File: src/design/alu_pipe_consts.svh
// width and opcode-count macros for the ALU pipeline, included by the package and the testbench
`ifndef ALU_PIPE_CONSTS_SVH
`define ALU_PIPE_CONSTS_SVH

// ------------------------------
// datapath widths
// ------------------------------

// operand and result width, all ops wrap at this size
`define ALU_DATA_W 32

// request tag, echoed back unchanged with the result
`define ALU_TAG_W 4

// ------------------------------
// opcode space
// ------------------------------

// add, sub, and, xor
`define ALU_NUM_OPS 4

`endif

File: src/design/alu_pipe_pkg.sv
// shared types of the ALU pipeline: opcode enum plus request and response structs
`include "alu_pipe_consts.svh"

package alu_pipe_pkg;

  // ------------------------------
  // opcodes
  // ------------------------------

  // encoding width follows the opcode count
  typedef enum logic [$clog2(`ALU_NUM_OPS)-1:0] {
    OP_ADD,  // opa + opb
    OP_SUB,  // opa - opb, wrapping
    OP_AND,  // bitwise and
    OP_XOR   // bitwise xor
  } alu_op_e;

  // ------------------------------
  // stream payloads
  // ------------------------------

  // request word, 70 bits, op in the msbs
  typedef struct packed {
    alu_op_e               op;   // operation to perform
    logic [`ALU_TAG_W-1:0] tag;  // returned with the result
    logic [`ALU_DATA_W-1:0] opa; // first operand
    logic [`ALU_DATA_W-1:0] opb; // second operand
  } alu_req_t;

  // response word, 36 bits
  typedef struct packed {
    logic [`ALU_TAG_W-1:0]  tag;  // copy of the request tag
    logic [`ALU_DATA_W-1:0] res;  // operation result
  } alu_rsp_t;

endpackage

File: src/design/spill_cell_flush_cu.sv
// control FSM of a flushable spill cell, drives register enables, mux select and handshake
`timescale 1ns/1ps

module spill_cell_flush_cu (
  // clock, reset, flush
  input  logic clk_i,
  input  logic rst_ni,
  input  logic flush_i,   // sync, empties both registers

  // handshake
  input  logic valid_i,   // upstream has data
  input  logic ready_i,   // downstream can take data
  output logic valid_o,   // cell holds data for downstream
  output logic ready_o,   // cell can take data from upstream

  // datapath control
  output logic a_en_o,    // load register A
  output logic b_en_o,    // load register B
  output logic b_sel_o    // output mux, 1 picks B
);

  // ------------------------------
  // state encoding
  // ------------------------------

  typedef enum logic [2:0] {
    S_RESET,     // one cycle after reset release, nothing accepted
    S_EMPTY,     // A and B both free
    S_A_FULL,    // only A holds data
    S_B_FULL,    // only B holds data
    S_AB_SEL_A,  // both full, A is older
    S_AB_SEL_B   // both full, B is older
  } cu_state_e;

  cu_state_e curr_state;
  cu_state_e next_state;

  // ------------------------------
  // next state
  // ------------------------------

  always_comb begin : next_state_eval
    next_state = curr_state;
    case (curr_state)
      S_RESET: begin
        next_state = S_EMPTY;  // always leave after one cycle
      end

      // new data lands in A
      S_EMPTY: begin
        if (valid_i) begin
          next_state = S_A_FULL;
        end
      end

      // new data goes to B, A drains if downstream takes it
      S_A_FULL: begin
        if (valid_i) begin
          next_state = ready_i ? S_B_FULL : S_AB_SEL_A;
        end else if (ready_i) begin
          next_state = S_EMPTY;
        end
      end

      // mirror of A_FULL, roles swapped
      S_B_FULL: begin
        if (valid_i) begin
          next_state = ready_i ? S_A_FULL : S_AB_SEL_B;
        end else if (ready_i) begin
          next_state = S_EMPTY;
        end
      end

      // A leaves first, then B is the only item
      S_AB_SEL_A: begin
        if (ready_i) begin
          next_state = S_B_FULL;
        end
      end

      // B leaves first, then A is the only item
      S_AB_SEL_B: begin
        if (ready_i) begin
          next_state = S_A_FULL;
        end
      end

      default: begin
        next_state = S_RESET;  // illegal encoding, recover
      end
    endcase
  end

  // ------------------------------
  // outputs (mealy)
  // ------------------------------

  // enables only fire with valid_i high, keeps regs quiet when idle
  // ready_o never looks at ready_i, so no comb path back through the cell
  always_comb begin : output_eval
    valid_o = 1'b0;
    ready_o = 1'b0;
    a_en_o  = 1'b0;
    b_en_o  = 1'b0;
    b_sel_o = 1'b0;
    case (curr_state)
      S_EMPTY: begin
        ready_o = ~flush_i;  // room in both regs
        a_en_o  = valid_i;   // fill A first
      end
      S_A_FULL: begin
        valid_o = 1'b1;      // A on the output
        ready_o = ~flush_i;
        b_en_o  = valid_i;   // spill into B
      end
      S_B_FULL: begin
        valid_o = 1'b1;
        ready_o = ~flush_i;
        a_en_o  = valid_i;   // B busy, refill A
        b_sel_o = 1'b1;      // B on the output
      end
      S_AB_SEL_A: begin
        valid_o = 1'b1;      // full, upstream stalls
      end
      S_AB_SEL_B: begin
        valid_o = 1'b1;
        b_sel_o = 1'b1;
      end
      default: begin
        // reset state keeps everything low
      end
    endcase
  end

  // ------------------------------
  // state register
  // ------------------------------

  always_ff @(posedge clk_i or negedge rst_ni) begin : state_reg
    if (!rst_ni) begin
      curr_state <= S_RESET;
    end else if (flush_i) begin
      curr_state <= S_EMPTY;  // drop whatever is held
    end else begin
      curr_state <= next_state;
    end
  end

endmodule

File: src/design/spill_cell_flush.sv
// flushable spill cell, two payload registers and an output mux around the control FSM
`timescale 1ns/1ps

module spill_cell_flush #(
  parameter type DATA_T = alu_pipe_pkg::alu_req_t  // payload carried by the cell
) (
  input  logic  clk_i,
  input  logic  rst_ni,
  input  logic  flush_i,   // drops both held items

  // upstream side
  input  logic  valid_i,
  input  DATA_T data_i,
  output logic  ready_o,   // registered, no path from ready_i

  // downstream side
  output logic  valid_o,
  output DATA_T data_o,
  input  logic  ready_i
);

  logic  a_en;     // load A
  logic  b_en;     // load B
  logic  b_sel;    // 1 drives B on the output
  DATA_T reg_a_q;  // main register
  DATA_T reg_b_q;  // spill register

  // ------------------------------
  // control
  // ------------------------------

  spill_cell_flush_cu u_cu (
    .clk_i   (clk_i),
    .rst_ni  (rst_ni),
    .flush_i (flush_i),
    .valid_i (valid_i),
    .ready_i (ready_i),
    .valid_o (valid_o),
    .ready_o (ready_o),
    .a_en_o  (a_en),
    .b_en_o  (b_en),
    .b_sel_o (b_sel)
  );

  // ------------------------------
  // datapath
  // ------------------------------

  // FSM never raises both enables at once
  always_ff @(posedge clk_i or negedge rst_ni) begin : payload_regs
    if (!rst_ni) begin
      reg_a_q <= '0;
      reg_b_q <= '0;
    end else begin
      if (a_en) reg_a_q <= data_i;
      if (b_en) reg_b_q <= data_i;
    end
  end

  assign data_o = b_sel ? reg_b_q : reg_a_q;  // older item goes out first

endmodule

File: src/design/alu_stage.sv
// combinational ALU between the two spill cells, turns a request into a response
`timescale 1ns/1ps

module alu_stage (
  // from input cell
  input  logic                   valid_i,
  input  alu_pipe_pkg::alu_req_t req_i,
  output logic                   ready_o,   // back to input cell

  // to output cell
  output logic                   valid_o,
  output alu_pipe_pkg::alu_rsp_t rsp_o,
  input  logic                   ready_i    // from output cell
);

  import alu_pipe_pkg::*;

  // ------------------------------
  // operation decode
  // ------------------------------

  // all ops wrap at the data width, no flags
  always_comb begin : alu_eval
    rsp_o.tag = req_i.tag;  // tag rides along untouched
    case (req_i.op)
      OP_ADD: begin
        rsp_o.res = req_i.opa + req_i.opb;
      end
      OP_SUB: begin
        rsp_o.res = req_i.opa - req_i.opb;  // opa minus opb
      end
      OP_AND: begin
        rsp_o.res = req_i.opa & req_i.opb;
      end
      OP_XOR: begin
        rsp_o.res = req_i.opa ^ req_i.opb;
      end
      default: begin
        rsp_o.res = '0;  // unreachable, enum is full
      end
    endcase
  end

  // ------------------------------
  // handshake
  // ------------------------------

  // zero latency stage, flags pass straight through
  assign valid_o = valid_i;
  assign ready_o = ready_i;  // out cell ready is registered, no long comb path

endmodule

File: src/design/alu_pipe_top.sv
// top of the elastic ALU pipeline: input spill cell, ALU, output spill cell
`timescale 1ns/1ps

module alu_pipe_top (
  input  logic                   clk_i,
  input  logic                   rst_ni,
  input  logic                   flush_i,      // empties both cells

  // request stream
  input  logic                   req_valid_i,
  input  alu_pipe_pkg::alu_req_t req_i,
  output logic                   req_ready_o,

  // response stream
  output logic                   rsp_valid_o,
  output alu_pipe_pkg::alu_rsp_t rsp_o,
  input  logic                   rsp_ready_i
);

  import alu_pipe_pkg::*;

  logic     in_valid;   // input cell holds a request
  alu_req_t in_req;     // request at input cell output
  logic     in_ready;   // out cell ready, routed through the ALU
  logic     alu_valid;  // response valid into output cell
  alu_rsp_t alu_rsp;    // computed response
  logic     out_ready;  // output cell can take a response

  // ------------------------------
  // stage 1, request buffer
  // ------------------------------

  spill_cell_flush #(
    .DATA_T (alu_req_t)
  ) u_in_cell (
    .clk_i   (clk_i),
    .rst_ni  (rst_ni),
    .flush_i (flush_i),
    .valid_i (req_valid_i),
    .data_i  (req_i),
    .ready_o (req_ready_o),
    .valid_o (in_valid),
    .data_o  (in_req),
    .ready_i (in_ready)
  );

  // ------------------------------
  // comb ALU, no latency
  // ------------------------------

  alu_stage u_alu (
    .valid_i (in_valid),
    .req_i   (in_req),
    .ready_o (in_ready),
    .valid_o (alu_valid),
    .rsp_o   (alu_rsp),
    .ready_i (out_ready)
  );

  // ------------------------------
  // stage 2, response buffer
  // ------------------------------

  spill_cell_flush #(
    .DATA_T (alu_rsp_t)
  ) u_out_cell (
    .clk_i   (clk_i),
    .rst_ni  (rst_ni),
    .flush_i (flush_i),
    .valid_i (alu_valid),
    .data_i  (alu_rsp),
    .ready_o (out_ready),
    .valid_o (rsp_valid_o),
    .data_o  (rsp_o),
    .ready_i (rsp_ready_i)
  );

endmodule

File: config.mk
export PLATFORM = sky130hd
export DESIGN_NAME = alu_pipe_top
export DESIGN_NICKNAME = d
export VERILOG_FILES = /design/src/design/alu_pipe_pkg.sv /design/src/design/spill_cell_flush_cu.sv /design/src/design/spill_cell_flush.sv /design/src/design/alu_stage.sv /design/src/design/alu_pipe_top.sv
export VERILOG_INCLUDE_DIRS = /design/src /design/src/design
export SDC_FILE = /design/constraint.sdc
export NUM_CORES = 1
export LEC_CHECK = 0
export BUFFER_PORTS_ARGS = -buffer_cell sky130_fd_sc_hd__buf_2
export CAP_MARGIN = 0
export CORE_UTILIZATION = 52
export CTS_CLUSTER_DIAMETER = 150
export DETAILED_ROUTE_END_ITERATION = 8
export PLACE_DENSITY = 0.68
export SLEW_MARGIN = 30
export SYNTH_ARGS = -nofsm -noshare
export SYNTH_HDL_FRONTEND = slang
export SYNTH_SLANG_ARGS = --single-unit
File: constraint.sdc
create_clock -name clk_i -period 7 [get_ports clk_i]
set_input_delay 0.7 -clock clk_i [delete_from_list [all_inputs] [get_ports clk_i]]
set_output_delay 0.7 -clock clk_i [all_outputs]
set_load 0.02 [all_outputs]
==> results.txt <==
Global routing finished with a remaining overflow of 0. The synthesized design contains 218 register bits. Setup repair after global routing left no endpoint under its margin. Averaged over all synthesized cells, the footprint is 9.89 µm². TritonCTS built the clock tree. After detailed routing, no signal wire sits above met4.

The critical path starts at u_in_cell.u_cu.curr_state[0]$_DFFE_PN0P_. The flow ran to the end, and the final reports show no timing, DRC or antenna violations. The remaining antenna violation count after routing was 0. Ranked by total cell area, the synthesized netlist is headed by sky130_fd_sc_hd__dfrtp_1 (42%), sky130_fd_sc_hd__mux2_2 (17%), sky130_fd_sc_hd__nand2_1 (7.6%), sky130_fd_sc_hd__ha_1 (6.1%), sky130_fd_sc_hd__mux2i_1 (3.8%). For the net count of the mapped netlist, the log shows 1459.

Global routing used 26.5% of the available tracks across all layers. After synthesis, the largest area contributor takes up 41.8% of total cell area. Broken down by cell family, the worst path's largest delay share belongs to compound AO/OA/AOI/OAI gates.

Of the cells placed in the final design, the portion with a size suffix greater than 1 is 26.9%. Effective utilization at floorplan: 53.3%. TritonCTS created 24 clock buffers. The delay of the slowest cell on the worst path was 0.79 ns.

For this run, the detailed router's first-pass iteration total came to 5. The number of global-route vias before repair was 9918; the time the worst path needs with I/O delays and setup was 5.96 ns. Across the routed clock network, the largest skew measured is 0.0120 ns. Summing all placed instances gives a cell area of 13900 µm². The routed layout has 10100 vias. The areal power density over the cells was 375 nW/µm²; the met2 wirelength from detailed routing was 15100 µm. The number of flops mapped to enable cells by yosys works out to 0. The growth of design area from synthesis to finish came out at 13.0%.

For the total number of placement rows, the log shows 57. Category of the critical setup timing path: flop to flop. The share of synthesized area occupied by flip-flops and latches was 41.8%. The number of levels the H-tree was split into came out at 1. The startpoint identified for the worst register-to-register timing path is u_in_cell.u_cu.curr_state[0]$_DFFE_PN0P_.

The tools report the data arrival time of the critical path as 6.42 ns. The tools report the wire length of the first global-routing pass as 53800 µm. The path class of the tightest hold or removal check is primary input to asynchronous set/reset pin.

The total area inside the core boundary comes to 24500 µm². The number of max-slew violations in the final report was 0; the placed wire-length estimate after detailed placement was 24200 µm. 0 antenna diodes ended up in the layout. The max-capacitance violation count came out at 0. Root buffer selected by CTS: sky130_fd_sc_hd__clkbuf_16. The tools report the endpoint type of the worst setup path as a flop. The count of routing violations after the opening detailed-route iteration was 772; the post-cts hold buffer count was 0. The detailed router put a total of 15100 µm of wire on met1. The logs give 0 for the count of unresolved DRC violations after routing and 1670 µm for the length of routed met3 wiring. Traced cell by cell, the critical path runs through inv_2, nor2_4, mux2_2, nor2_1, buf_4, nor2_1, xnor2_1, ha_1, a211oi_1, o21bai_1, a21oi_1, o211ai_1, a21oi_1, o21ai_0, nor3b_1, nor3_1, mux2_2. In this run the vertical extent of the chip is 160 µm. In the synthesized netlist, the number of instances is 1319.

The count of final setup violators is 0, and the relative max-transition margin is 38.2%. Counting along the longest clock path gives a buffer depth of 3. For the count of buffers added by post-CTS timing repair for setup, the log shows 0. The number of endpoints with negative hold slack in the final report is 0, and the critical-path maximum fanout is 18. Floorplan die width: 160 µm. The net count of the finished layout is 1546.

After detailed routing, the number of vias per cell comes to 5.76. The clock drives 218 sinks. The logs give 1747 for the number of standard cells in the final layout excluding fillers and 7.08 nW for the standby leakage power. After detailed routing, the average wire length per cell comes to 18.9 µm. Entering global routing, the biggest net connects 85 pins.

In this run the cell area of the synthesized design comes to 13000 µm². In this run, placement finished with an instance count of 1704. Based on the critical path, the design can be clocked at up to 168 MHz.

Setup total negative slack on the finished layout was measured at 0 ns. At the later pin of the worst-skew pair, clock insertion delay measures 0.52 ns. The run gives 25700 µm² as the die outline area. The async set-or-reset flop fraction in the synthesized netlist is 100%. The count of yosys warnings during synthesis is 0.

The synthesized netlist contains 70 unique library cells. The fraction of the cycle the final worst path needs was 85.1%. The standard cell with the maximum stage delay on the critical path was sky130_fd_sc_hd__dfrtp_1. The number of antenna violations at the first check in global routing was 1.

The run gives 0.000262 V as the largest voltage drop on the vdd net. The synthesized design spends more area on one cell type than any other, namely sky130_fd_sc_hd__dfrtp_1. At the pin with the least slew margin, the transition time is 0.926 ns. The routed design has 33100 µm of wire.

113 I/O pins were placed. The required time reported for the critical path endpoint is 7.47 ns, and the count of input and output buffers is 112. The element type at the critical path start is a flop.

For this run, the leading register cell type out of synthesis is sky130_fd_sc_hd__dfrtp_1. At the end of routability-driven placement, the weighted congestion stood at 0.958. The post-route cell area was 14700 µm²; the buffering stage count on the worst path with inverters included was 2. The count of cells resized by post-cts repair came out at 0. Clock-pin slew was measured on the worst setup and hold paths at 0.06 ns.
## cells in the mapped netlist, types with 3 or more instances
cell type / number
sky130_fd_sc_hd__a211oi_1: 9
sky130_fd_sc_hd__a21o_1: 10
sky130_fd_sc_hd__a21oi_1: 54
sky130_fd_sc_hd__a31oi_1: 12
sky130_fd_sc_hd__and2_1: 4
sky130_fd_sc_hd__and3_1: 5
sky130_fd_sc_hd__buf_1: 13
sky130_fd_sc_hd__buf_2: 6
sky130_fd_sc_hd__clkbuf_1: 45
sky130_fd_sc_hd__dfrtp_1: 218
sky130_fd_sc_hd__ha_1: 64
sky130_fd_sc_hd__inv_1: 26
sky130_fd_sc_hd__mux2_2: 193
sky130_fd_sc_hd__mux2i_1: 50
sky130_fd_sc_hd__nand2_1: 264
sky130_fd_sc_hd__nand2b_1: 4
sky130_fd_sc_hd__nand3_1: 12
sky130_fd_sc_hd__nand4_1: 3
sky130_fd_sc_hd__nor2_1: 63
sky130_fd_sc_hd__nor2b_1: 4
sky130_fd_sc_hd__nor3_1: 25
sky130_fd_sc_hd__nor4_1: 4
sky130_fd_sc_hd__nor4b_1: 3
sky130_fd_sc_hd__o211ai_1: 6
sky130_fd_sc_hd__o21a_1: 6
sky130_fd_sc_hd__o21ai_0: 84
sky130_fd_sc_hd__o21ai_1: 5
sky130_fd_sc_hd__o21bai_1: 3
sky130_fd_sc_hd__o22ai_1: 3
sky130_fd_sc_hd__o31a_1: 4
sky130_fd_sc_hd__o31ai_1: 8
sky130_fd_sc_hd__or2_2: 4
sky130_fd_sc_hd__or3_1: 9
sky130_fd_sc_hd__or4_1: 3
sky130_fd_sc_hd__xnor2_1: 38
sky130_fd_sc_hd__xor2_1: 16
## state kept, by name, summed over array words and instances, names as in the netlist
name,count
u_out_cell.reg_a_q,36
u_in_cell.reg_b_q,70
u_out_cell.reg_b_q,36
u_in_cell.reg_a_q,70
u_out_cell.u_cu.curr_state,3
u_in_cell.u_cu.curr_state,3
## placed cells by master, fill, tap and decap left out, drive strengths merged, types with 8 or more instances in the layout
master / netlist / final
mux2i: 50 / 50
buf: 21 / 126
a31oi: 12 / 12
a211oi: 9 / 9
or3: 9 / 9
mux2: 194 / 194
a21oi: 55 / 55
ha: 64 / 64
o21ai: 91 / 91
clkbuf: 45 / 35
nor2: 63 / 63
inv: 27 / 27
nand3: 12 / 12
xor2: 17 / 17
nand2: 265 / 265
o31ai: 8 / 8
nor3: 26 / 26
dfrtp: 218 / 218
a21o: 10 / 10
xnor2: 38 / 38
## layout make-up
cell class | instances | area (µm²)
Timing Repair Buffer | 127 | 709
Clock buffer | 34 | 668
Tap cell | 324 | 405
Fill cell | 2082 | 9730
Multi-Input combinational cell | 1008 | 7280
Inverter | 27 | 101
Clock inverter | 9 | 115
Sequential cell | 218 | 5460
## per-stage QoR
step                      setup WS (ns)  hold WS, ns  utilization [%]  power, W
after floorplan                    1.64        0.404                -   0.00356
after global placement             1.34        0.455             56.8   0.00422
after detailed placement           1.17        0.459             57.0   0.00426
after CTS                          1.15        0.164             60.2   0.00554
after global routing              0.654        0.184             60.2   0.00590
final                              1.04        0.142             60.2   0.00553
## worst reg2reg max path, delay by kind of cell (launching register included)
family | cells | cell delay, ns
XOR/XNOR | 1 | 0.12
AO/OA/AOI/OAI | 6 | 1.68
adder cells (fa/ha/maj) | 1 | 0.34
flip-flops | 1 | 0.79
buffers and inverters | 2 | 0.53
multiplexers | 2 | 0.82
AND/OR/NAND/NOR | 5 | 1.63
## worst paths after layout
path,depth (start not counted),endpoint,slack [ns]
max,17,u_out_cell.reg_b_q[28]$_DFFE_PN0P_,1.04
min in group clk_i,2,u_out_cell.u_cu.curr_state[2]$_DFFE_PN0P_,0.39
min,1,u_out_cell.reg_a_q[6]$_DFFE_PN0P_,0.14
max in group asynchronous,2,u_in_cell.reg_a_q[56]$_DFFE_PN0P_,5.69
max reg2reg,17,u_out_cell.reg_b_q[28]$_DFFE_PN0P_,1.04
min reg2reg,2,u_out_cell.reg_a_q[23]$_DFFE_PN0P_,0.47
## power breakdown
part	internal, W	switching, W	total [W]
Clock	0.000741	0.000512	0.00125
Sequential	0.00160	0.000219	0.00182
Combinational	0.00103	0.00143	0.00246
## logic make-up (layout without fill, tap and decap cells)
| logic type | count (synthesis) | in the layout | share of synthesized area [%] |
|---|---|---|---|
| and+or+nand+nor | 417 | 417 | 13.8 |
| adders and majority gates | 65 | 65 | 6.29 |
| muxes | 244 | 244 | 20.6 |
| buffers and inverters | 93 | 197 | 2.82 |
| DFF | 218 | 218 | 41.8 |
| xor gates and xnor gates | 56 | 56 | 4.01 |
| AOI/OAI and AO/OA | 226 | 226 | 10.6 |
## per-layer routing
layer	up-vias	global-route usage [%]
li1	4807	-
met1	4919	37.2
met2	282	42.0
met3	60	3.54
met4	0	9.70
met5	-	0
No activity file was read; power rests on OpenSTA's default activity.
